<file path="src/source/elastic_pkg.sv">
// Payload layouts are fixed here; DATA_WIDTH changes every channel width at once
package elastic_pkg;

  // Width of one operand or result value
  parameter int DATA_WIDTH = 32;

  // Opcodes carried on stream a
  typedef enum logic [1:0] {
    OP_ADD = 2'd0,
    OP_SUB = 2'd1,
    OP_AND = 2'd2,
    OP_XOR = 2'd3
  } alu_op_t;

  // Stream a token with opcode and left operand (34 bits)
  typedef struct packed {
    alu_op_t               op;
    logic [DATA_WIDTH-1:0] value;
  } a_token_t;

  // Stream b token holding the right operand only (32 bits)
  typedef struct packed {
    logic [DATA_WIDTH-1:0] value;
  } b_token_t;

  // Joined pair handed to the ALU (66 bits)
  typedef struct packed {
    a_token_t a;
    b_token_t b;
  } pair_t;

  // Result channel payload (33 bits)
  typedef struct packed {
    logic [DATA_WIDTH-1:0] value;
    // Set when value is all zero
    logic                  zero;
  } result_t;

endpackage

</file>
<file path="src/source/elastic_fifo_inner.sv">
// Circular FIFO of NUM_SLOTS words; NUM_SLOTS must be 1 or more, memory has no reset
`timescale 1ns/1ps

module elastic_fifo_inner #(
  parameter int NUM_SLOTS = 2,
  parameter int WIDTH     = 32
) (
  input  logic             clk,
  input  logic             rst,
  input  logic [WIDTH-1:0] ins,
  input  logic             ins_valid,
  input  logic             outs_ready,
  output logic [WIDTH-1:0] outs,
  output logic             outs_valid,
  output logic             ins_ready
);

  // One-bit pointers still needed for a single slot
  localparam int PTR_W = (NUM_SLOTS > 1) ? $clog2(NUM_SLOTS) : 1;

  logic [WIDTH-1:0] mem [NUM_SLOTS];
  logic [PTR_W-1:0] head;
  logic [PTR_W-1:0] tail;
  logic [PTR_W-1:0] head_next;
  logic [PTR_W-1:0] tail_next;
  logic             full;
  logic             empty;
  logic             write_en;
  logic             read_en;

  // Space available, or a slot frees up this cycle
  assign ins_ready  = ~full | outs_ready;
  assign outs_valid = ~empty;
  assign outs       = mem[head];

  assign write_en = ins_valid & ins_ready;
  assign read_en  = outs_ready & ~empty;

  // Wrapping increments
  assign head_next = (head == PTR_W'(NUM_SLOTS - 1)) ? '0 : head + 1'b1;
  assign tail_next = (tail == PTR_W'(NUM_SLOTS - 1)) ? '0 : tail + 1'b1;

  always_ff @(posedge clk) begin
    if (write_en) begin
      mem[tail] <= ins;
    end
  end

  always_ff @(posedge clk) begin
    if (rst) begin
      tail <= '0;
    end else if (write_en) begin
      tail <= tail_next;
    end
  end

  always_ff @(posedge clk) begin
    if (rst) begin
      head <= '0;
    end else if (read_en) begin
      head <= head_next;
    end
  end

  // Flags move only on a one-sided access
  always_ff @(posedge clk) begin
    if (rst) begin
      full  <= 1'b0;
      empty <= 1'b1;
    end else if (write_en && !read_en) begin
      empty <= 1'b0;
      // Tail catching up with head
      if (tail_next == head) begin
        full <= 1'b1;
      end
    end else if (read_en && !write_en) begin
      full <= 1'b0;
      if (head_next == tail) begin
        empty <= 1'b1;
      end
    end
  end

endmodule

</file>
<file path="src/source/tfifo.sv">
// Transparent FIFO; zero latency when empty, holds NUM_SLOTS tokens behind a stalled consumer
`timescale 1ns/1ps

module tfifo #(
  parameter int NUM_SLOTS = 2,
  parameter int WIDTH     = 32
) (
  input  logic             clk,
  input  logic             rst,
  input  logic [WIDTH-1:0] ins,
  input  logic             ins_valid,
  input  logic             outs_ready,
  output logic [WIDTH-1:0] outs,
  output logic             outs_valid,
  output logic             ins_ready
);

  logic [WIDTH-1:0] fifo_out;
  logic             fifo_valid;
  logic             fifo_ready;
  logic             fifo_in_valid;

  // Buffer only if the consumer stalls or older tokens wait
  assign fifo_in_valid = ins_valid & (~outs_ready | fifo_valid);

  // Queued tokens go first to keep arrival order
  assign outs       = fifo_valid ? fifo_out : ins;
  assign outs_valid = ins_valid | fifo_valid;
  assign ins_ready  = fifo_ready | outs_ready;

  elastic_fifo_inner #(
    .NUM_SLOTS (NUM_SLOTS),
    .WIDTH     (WIDTH)
  ) fifo_inst (
    .clk        (clk),
    .rst        (rst),
    .ins        (ins),
    .ins_valid  (fifo_in_valid),
    .outs_ready (outs_ready),
    .outs       (fifo_out),
    .outs_valid (fifo_valid),
    .ins_ready  (fifo_ready)
  );

endmodule

</file>
<file path="src/source/elastic_join.sv">
// Combinational join of streams a and b; neither side advances without its partner
`timescale 1ns/1ps

module elastic_join (
  input  logic                 a_valid,
  input  elastic_pkg::a_token_t a_data,
  output logic                 a_ready,
  input  logic                 b_valid,
  input  elastic_pkg::b_token_t b_data,
  output logic                 b_ready,
  output logic                 out_valid,
  output elastic_pkg::pair_t    out_data,
  input  logic                 out_ready
);

  // Fire only with both tokens present
  assign out_valid = a_valid & b_valid;

  // Each side waits on its partner and the consumer
  assign a_ready = b_valid & out_ready;
  assign b_ready = a_valid & out_ready;

  assign out_data.a = a_data;
  assign out_data.b = b_data;

endmodule

</file>
<file path="src/source/elastic_alu.sv">
// Single-cycle ALU with a one-slot output register; result valid one cycle after acceptance
`timescale 1ns/1ps

module elastic_alu (
  input  logic                clk,
  input  logic                rst,
  input  logic                in_valid,
  input  elastic_pkg::pair_t   in_data,
  output logic                in_ready,
  output logic                res_valid,
  output elastic_pkg::result_t res_data,
  input  logic                res_ready
);

  logic [elastic_pkg::DATA_WIDTH-1:0] op_a;
  logic [elastic_pkg::DATA_WIDTH-1:0] op_b;
  elastic_pkg::result_t               result;
  logic                               load;

  assign op_a = in_data.a.value;
  assign op_b = in_data.b.value;

  always_comb begin
    result.value = '0;
    case (in_data.a.op)
      elastic_pkg::OP_ADD: result.value = op_a + op_b;
      elastic_pkg::OP_SUB: result.value = op_a - op_b;
      elastic_pkg::OP_AND: result.value = op_a & op_b;
      elastic_pkg::OP_XOR: result.value = op_a ^ op_b;
      default:             result.value = '0;
    endcase
    result.zero = (result.value == '0);
  end

  // Slot is free when empty or draining this cycle
  assign in_ready = ~res_valid | res_ready;
  assign load     = in_valid & in_ready;

  always_ff @(posedge clk) begin
    if (rst) begin
      res_valid <= 1'b0;
    end else if (load) begin
      res_valid <= 1'b1;
    end else if (res_ready) begin
      res_valid <= 1'b0;
    end
  end

  // Result payload
  always_ff @(posedge clk) begin
    if (load) begin
      res_data <= result;
    end
  end

endmodule

</file>
<file path="src/source/dataflow_kernel.sv">
// Two transparent FIFOs feeding a join and an ALU; FIFO depths must be 1 or more
`timescale 1ns/1ps

module dataflow_kernel #(
  parameter int A_SLOTS = 2,
  parameter int B_SLOTS = 2
) (
  input  logic                  clk,
  input  logic                  rst,
  input  logic                  a_valid,
  input  elastic_pkg::a_token_t  a_data,
  output logic                  a_ready,
  input  logic                  b_valid,
  input  elastic_pkg::b_token_t  b_data,
  output logic                  b_ready,
  output logic                  res_valid,
  output elastic_pkg::result_t   res_data,
  input  logic                  res_ready
);

  // FIFO word widths follow the token layouts
  localparam int A_WIDTH = $bits(elastic_pkg::a_token_t);
  localparam int B_WIDTH = $bits(elastic_pkg::b_token_t);

  logic [A_WIDTH-1:0]    a_word;
  logic [B_WIDTH-1:0]    b_word;
  elastic_pkg::a_token_t a_tok;
  elastic_pkg::b_token_t b_tok;
  logic                  a_tok_valid;
  logic                  b_tok_valid;
  logic                  a_tok_ready;
  logic                  b_tok_ready;
  elastic_pkg::pair_t    pair;
  logic                  pair_valid;
  logic                  pair_ready;

  assign a_tok = elastic_pkg::a_token_t'(a_word);
  assign b_tok = elastic_pkg::b_token_t'(b_word);

  tfifo #(
    .NUM_SLOTS (A_SLOTS),
    .WIDTH     (A_WIDTH)
  ) a_fifo (
    .clk        (clk),
    .rst        (rst),
    .ins        (A_WIDTH'(a_data)),
    .ins_valid  (a_valid),
    .outs_ready (a_tok_ready),
    .outs       (a_word),
    .outs_valid (a_tok_valid),
    .ins_ready  (a_ready)
  );

  tfifo #(
    .NUM_SLOTS (B_SLOTS),
    .WIDTH     (B_WIDTH)
  ) b_fifo (
    .clk        (clk),
    .rst        (rst),
    .ins        (B_WIDTH'(b_data)),
    .ins_valid  (b_valid),
    .outs_ready (b_tok_ready),
    .outs       (b_word),
    .outs_valid (b_tok_valid),
    .ins_ready  (b_ready)
  );

  elastic_join join_inst (
    .a_valid   (a_tok_valid),
    .a_data    (a_tok),
    .a_ready   (a_tok_ready),
    .b_valid   (b_tok_valid),
    .b_data    (b_tok),
    .b_ready   (b_tok_ready),
    .out_valid (pair_valid),
    .out_data  (pair),
    .out_ready (pair_ready)
  );

  elastic_alu alu_inst (
    .clk       (clk),
    .rst       (rst),
    .in_valid  (pair_valid),
    .in_data   (pair),
    .in_ready  (pair_ready),
    .res_valid (res_valid),
    .res_data  (res_data),
    .res_ready (res_ready)
  );

endmodule

</file>
<file path="config.mk">
export PLATFORM = sky130hd
export DESIGN_NAME = dataflow_kernel
export DESIGN_NICKNAME = d
export VERILOG_FILES = /design/src/source/elastic_pkg.sv /design/src/source/elastic_fifo_inner.sv /design/src/source/tfifo.sv /design/src/source/elastic_join.sv /design/src/source/elastic_alu.sv /design/src/source/dataflow_kernel.sv
export SDC_FILE = /design/constraint.sdc
export NUM_CORES = 1
export LEC_CHECK = 0
export CAP_MARGIN = 20
export CORE_MARGIN = 4
export CORE_UTILIZATION = 45
export CTS_CLUSTER_DIAMETER = 150
export CTS_CLUSTER_SIZE = 40
export DETAILED_ROUTE_END_ITERATION = 12
export DONT_BUFFER_PORTS = 1
export PLACE_DENSITY = 0.6
export SYNTH_ARGS = -nofsm -noshare
export SYNTH_HDL_FRONTEND = slang
export SYNTH_HIERARCHICAL = 1
export SYNTH_SLANG_ARGS = --single-unit
export TNS_END_PERCENT = 30
</file>
<file path="constraint.sdc">
create_clock -name clk -period 16 [get_ports clk]
set_input_delay 1.6 -clock clk [delete_from_list [all_inputs] [get_ports clk]]
set_output_delay 1.6 -clock clk [all_outputs]
set_load 0.005 [all_outputs]
</file>
==> results.toml, run 1 <==
[place]
post_dp_cell_area_um2 = 11600
portBuffers = 0
dp_hpwl_um = 20100
routabilityCongestion = 0.885

[floorplan]
die_w_um = 171
dieHeight_um = 171
core_um2 = 26200
initial_core_util_pct = 45.9
io_pins = 107
fp-row-count = 59
dieArea_um2 = 29400

[finish]
area_growth_pct = 1.98
final_util_pct = 46.8
nNetsFinal = 1046
antenna-diode-count = 0
fillers = 2276
drive_above_1_share_pct = 22.6
design_area_um2 = 12300

[sta]
rsz0062_at_grt = "false"
skew_ns = 0.0120
fin_tns_setup_ns = 0
min_period_ns = 7.37
fmax_mhz = 136
slew_violations = 0
period_share_pct = 46.1
tightest_slew_ns = 1.05
slew-limit-headroom_pct = 30.0
setup_violations = 0
hold_viol_final = 0

[synth]
yosysWarningCount = 6
netlist_instances = 982
synth_seq_area_share_pct = 43.0
synth_seq_cells = 176
synth_ff_type = "edfxtp_1"
synth_common_cells = "165 x edfxtp_1, 118 x mux2_4, 70 x ha_1, 66 x buf_4, 55 x a21oi_1"
async_flop_share_pct = 0
synth_area_leader_cell = "edfxtp_1"
synth_most_common_cell = "edfxtp_1"
synth_cell_types = 78
netlist_area_um2 = 12000
synth_area_leaders = "edfxtp_1 41%, mux2_4 15%, ha_1 7.3%"
synth_edf_count = 165
syn_avg_cell_area_um2 = 12.2
synth_top_area_share_pct = 41.2
synthesis.nets = 1124

[hold_path]
min_path_cells = 2
hold_class = "reg -> reg"

[power_and_ir_drop]
p_switching_uw = 477
seqPwrFrac_pct = 39.0
p_int_uw = 975
p_total_mw = 1.45
combPwrFrac_pct = 30.3
power.density_nw_per_um2 = 118
switching_share_pct = 32.8
irDropWorstVdd_v = 0.0000593
leakagePower_nw = 4.59
clockPowerShare_pct = 30.8

[detailed_routing]
detail-route-antenna-nets = 0
wl_per_cell_um = 21.9
route.detailed.drc = 0
routed_via_density = 5.65
route.final.wire_length_um = 27400
vias = 7074
dr.pass1.iters = 6
drt-initial-drc-count = 453

[global_route]
grt_max_degree = 55
grtUsageMet3_pct = 4.18
grt.total_usage_pct = 18.7
grt_busiest_layer = "met2"
grt_pass1_vias = 6980
met1_usage_pct = 24.6
antenna_found_initial = 0
overflow = 0
grt_pass1_wl_um = 41400
use_met2_pct = 31.0

[clock_tree]
cts.clk_slew.worst_paths_ns = 0.08
postCtsSetupRepairBufs = 0
h-tree-depth = 4
cts_tree = "yes"
cts.sinks = 176
cts_buffer_depth = 2
clockRootBuffer = "clkbuf_16"
cts_buffers = 17
cts-hold-fix-buffers = 0
cts_resized = 0
clkLatencyLatePin_ns = 0.44

[worst_setup_path]
cp_max_fo = 32
slowest_delay_ns = 0.69
cp_slowest_cell = "nor4b_1"
worst-r2r-cell-count = 22
crit_type = "reg -> reg"
arrival_ns = 7.63
worstSetupEndpointType = "flip-flop"
crit_top_cell = "a21oi_1"
cp-start-kind = "flip-flop"
path_cells = "buf_4, mux2_4, mux2_4, nor3_1, nand2b_1, or4_1, nor4b_1, nor3b_1, a21oi_1, xnor2_1, ha_1, a21oi_1, nor2b_1, a221oi_1, nor2b_1, a21oi_1, xor2_1, a2111o_1, nor4_1, nor4b_2, or4b_1, nor4b_2"
worstPathRequired_ns = 16.26

[run_status]
outcome = "complete, no violations"

[flow_run]
maxCapViolCount = 0
[layout make-up]
cell class | count | area [um2] | share of cell area [%]
tap | 335 | 419 | 3.42
clock buffer | 17 | 425 | 3.47
clock inverter | 15 | 198 | 1.61
timing repair buffer | 9 | 67.6 | 0.551
inverter | 36 | 135 | 1.10
sequential | 176 | 5180 | 42.2
multi-input combinational | 664 | 5840 | 47.6
[metal layers]
layer	part of all wire, %	vias up	routed length (um)
met1	45	3430	12200
met4	1.9	0	519
li1	-	3450	-
met3	5.6	27	1520
met2	48	167	13200
met5	0	-	0
[critical path: cells and delay by family (launching register included)]
| kind | cells | cell delay, ns |
|---|---|---|
| adders and majority gates | 1 | 0.39 |
| DFF | 1 | 0.32 |
| buffers and inverters | 1 | 0.50 |
| and+or+nand+nor | 11 | 3.76 |
| AOI/OAI and AO/OA | 5 | 1.25 |
| muxes | 2 | 0.64 |
| xor gates and xnor gates | 2 | 0.31 |
[cells by family after synthesis]
kind of cell / count (synthesis) / share of synthesized area [%]
compound gates: 187 / 10.5
fa+ha+maj: 71 / 7.45
mux: 157 / 18.2
simple gates: 200 / 8.75
flops: 176 / 43.0
buf+inv: 142 / 8.49
xor+xnor: 49 / 3.57
[metrics by stage]
stage / instances / hold slack (ns) / setup slack, ns
floorplan: 982 / 0.456 / 8.66
global placement: 1220 / 0.471 / 8.41
detailed placement: 1220 / 0.478 / 8.24
CTS: 1252 / 0.489 / 8.65
global route: 1252 / 0.531 / 8.02
finish: 1252 / 0.486 / 8.63
[placed cells by master, fill, tap and decap left out, drive strengths merged, types with 4 or more instances in the layout]
| cell | Yosys | final |
|---|---|---|
| a211oi | 7 | 7 |
| a21boi | 7 | 7 |
| a21o | 11 | 11 |
| a21oi | 56 | 56 |
| a31oi | 6 | 6 |
| and2 | 7 | 7 |
| and3 | 7 | 7 |
| buf | 92 | 9 |
| clkbuf | 14 | 17 |
| clkinv | 0 | 5 |
| dfxtp | 11 | 11 |
| edfxtp | 165 | 165 |
| ha | 70 | 70 |
| inv | 36 | 42 |
| mux2 | 143 | 143 |
| mux2i | 14 | 14 |
| nand2 | 45 | 45 |
| nand2b | 22 | 22 |
| nand3 | 11 | 11 |
| nand4 | 7 | 7 |
| nor2 | 48 | 48 |
| nor2b | 9 | 9 |
| nor3 | 13 | 13 |
| nor4 | 4 | 4 |
| o211ai | 15 | 15 |
| o21a | 8 | 8 |
| o21ai | 33 | 33 |
| o31ai | 9 | 9 |
| or2 | 4 | 4 |
| or3 | 7 | 7 |
| xnor2 | 36 | 36 |
| xor2 | 13 | 13 |
[state kept, by name, indices dropped and copies added, names as in the netlist, named ones only]
signal                  flops
a_fifo/fifo_inst/empty      1
a_fifo/fifo_inst/full       1
a_fifo/fifo_inst/head       1
a_fifo/fifo_inst/mem       68
a_fifo/fifo_inst/tail       1
alu_inst/res_data          33
alu_inst/res_valid          1
b_fifo/fifo_inst/empty      1
b_fifo/fifo_inst/full       1
b_fifo/fifo_inst/head       1
b_fifo/fifo_inst/mem       64
b_fifo/fifo_inst/tail       1
[path summary, 6_finish.rpt]
path	from	end	slack, ns
worst min-delay path	a_fifo/fifo_inst/full	a_fifo/fifo_inst/full	0.49
worst max-delay path	flip-flop	alu_inst/res_data[0]	8.63
worst max register to register	flip-flop	alu_inst/res_data[0]	8.63
worst min register to register	a_fifo/fifo_inst/full	a_fifo/fifo_inst/full	0.49
[power groups by stage]
stage	Clock, mW	Combinational [mW]	Sequential, mW
finish	0.446	0.439	0.565
global placement	0	0.434	0.576
CTS	0.454	0.438	0.567
floorplan	0	0.366	0.572
global route	0.472	0.483	0.570
detailed placement	0	0.436	0.577
No activity file was read; power rests on OpenSTA's default activity.
==> run 2: changes to the inputs <==
PLACE_DENSITY = 0.62   (was 0.6)
clock period = 6.45 ns   (was 16 ns; I/O delays follow)
==> run 2 against run 1 <==
  * Critical path depth down 1
  * Global-route usage is 0.41 points higher
  * First-iteration DRC count grew 3.8%
  * Non-clock buffer count up 20
  * Combinational power increased to 2.6 times the previous value
  * Largest cell class unchanged
  * Setup slack worse by 8.2 ns
==> results.toml, run 2 (same netlist as run 1, synthesis figures left out) <==
[detailed_routing]
route.detailed.drc = 0
vias = 7243
detail-route-antenna-nets = 0
routed_via_density = 5.69
route.final.wire_length_um = 28000
dr.pass1.iters = 5
drt-initial-drc-count = 470
wl_per_cell_um = 22.0

[sta]
skew_ns = 0.0161
min_period_ns = 6.06
fin_tns_setup_ns = 0
setup_violations = 0
hold_viol_final = 0
period_share_pct = 94.0
rsz0062_at_grt = "false"
worst_slack_ns = 0.386
slew_violations = 0
tightest_slew_ns = 1.05
fmax_mhz = 165
slew-limit-headroom_pct = 30.0

[floorplan]
io_pins = 107
dieHeight_um = 171
die_w_um = 171
dieArea_um2 = 29400
initial_core_util_pct = 45.9
fp-row-count = 59
core_um2 = 26200

[finish]
final_common_cell = "edfxtp_1"
nNetsFinal = 1066
antenna-diode-count = 0
area_growth_pct = 3.64
layout_common_cells = "165 x edfxtp_1, 118 x mux2_4, 67 x ha_1, 54 x a21oi_1, 46 x nor2_1"
drive_above_1_share_pct = 25.3
top_regs = "a_fifo/fifo_inst/mem (68), b_fifo/fifo_inst/mem (64), alu_inst/res_data (33)"
fillers = 2274
top_register = "a_fifo/fifo_inst/mem"
layout.cells.non_filler = 1272
multi_input_area_um2 = 5910
seqCellArea_um2 = 5180
largest_register_ffs = 68

[clock_tree]
cts_tree = "yes"
cts_buffers = 17
cts.clk_slew.worst_paths_ns = 0.08
cts_resized = 0
clkLatencyLatePin_ns = 0.44
postCtsSetupRepairBufs = 0
cts-hold-fix-buffers = 0
clockRootBuffer = "clkbuf_16"
h-tree-depth = 4
cts_buffer_depth = 2
cts.sinks = 176

[global_route]
grt_pass1_vias = 7311
grt_pass1_wl_um = 42800
antenna_found_initial = 0
grt_max_degree = 53
grt.total_usage_pct = 19.1
overflow = 0

[run_status]
outcome = "complete, no violations"

[worst_setup_path]
worstSetupEndpointType = "flip-flop"
crit_type = "reg -> reg"
cp-start-kind = "flip-flop"
worstPathRequired_ns = 6.73
r2r_setup_slack_ns = 0.39
cp_max_fo = 8
arrival_ns = 6.34

[hold_path]
hold_class = "in -> reg"

[power_and_ir_drop]
irDropWorstVdd_v = 0.000149
power.density_nw_per_um2 = 287
leakagePower_nw = 4.69

[place]
routabilityCongestion = 0.901
dp_slack_ns = 0.159
portBuffers = 0
dp_hpwl_um = 20800
dpl.cell_count = 1240

[flow_run]
maxCapViolCount = 0
run 2: cell type report:
type | count | share of cell area [%]
well taps | 335 | 3.36
clock inverters | 14 | 1.19
inverters | 36 | 1.08
flip-flops and latches | 176 | 41.5
clock buffers | 18 | 3.52
repair buffers | 29 | 1.84
multi-input cells | 664 | 47.4
run 2: worst max-delay path: stages (launching register included):
cell and delay, ns:
dfxtp_2 0.43, buf_6 0.19, mux2_4 0.30, mux2_4 0.28
nand2b_1 0.16, or4_1 0.48, nor2_1 0.16, nand2_1 0.12
nor2_1 0.17, a21oi_1 0.10, xnor2_1 0.18, ha_2 0.35
a21o_1 0.20, a21o_1 0.18, a21o_1 0.19, or3_1 0.34
a31o_2 0.28, or4b_4 0.51, nor4_4 0.30, nor4b_4 0.25
or4b_1 0.48, nor4b_2 0.25
run 2: worst paths after layout:
| check | from | to | cells after the start |
|---|---|---|---|
| worst max register to register | flip-flop | alu_inst/res_data[0] | 21 |
| worst min-delay path | rst | alu_inst/res_valid | 1 |
| worst min register to register | a_fifo/fifo_inst/full | a_fifo/fifo_inst/full | 2 |
| worst max-delay path | flip-flop | alu_inst/res_data[0] | 21 |
run 2: metrics by stage:
stage / instance area (um2) / util [%] / hold slack [ns] / total power, mW
6_report: 12500 / 47.6 / 0.267 / 3.58
5_1_grt: 12500 / 47.6 / 0.248 / 3.76
4_1_cts: 12400 / 47.2 / 0.246 / 3.58
3_5_place_dp: 11800 / 45.0 / 0.482 / 2.53
3_3_place_gp: 11800 / 45.0 / 0.469 / 2.52
2_1_floorplan: 12000 / - / 0.456 / 2.33
run 2: per-layer routing:
layer | track usage, % | vias to the layer above | share of wire [%]
met1 | 25.5 | 3543 | 45
met3 | 4.73 | 37 | 5.8
met5 | 0 | - | 0
met4 | 5.48 | 0 | 2.1
li1 | - | 3472 | -
met2 | 31.2 | 191 | 47
run 2: power by group:
| group | internal [mW] | leakage [nW] | switching [mW] | total (mW) |
|---|---|---|---|---|
| logic | 0.483 | 2.79 | 0.647 | 1.13 |
| clock network | 0.526 | 0.283 | 0.520 | 1.05 |
| registers | 1.37 | 1.62 | 0.0350 | 1.41 |
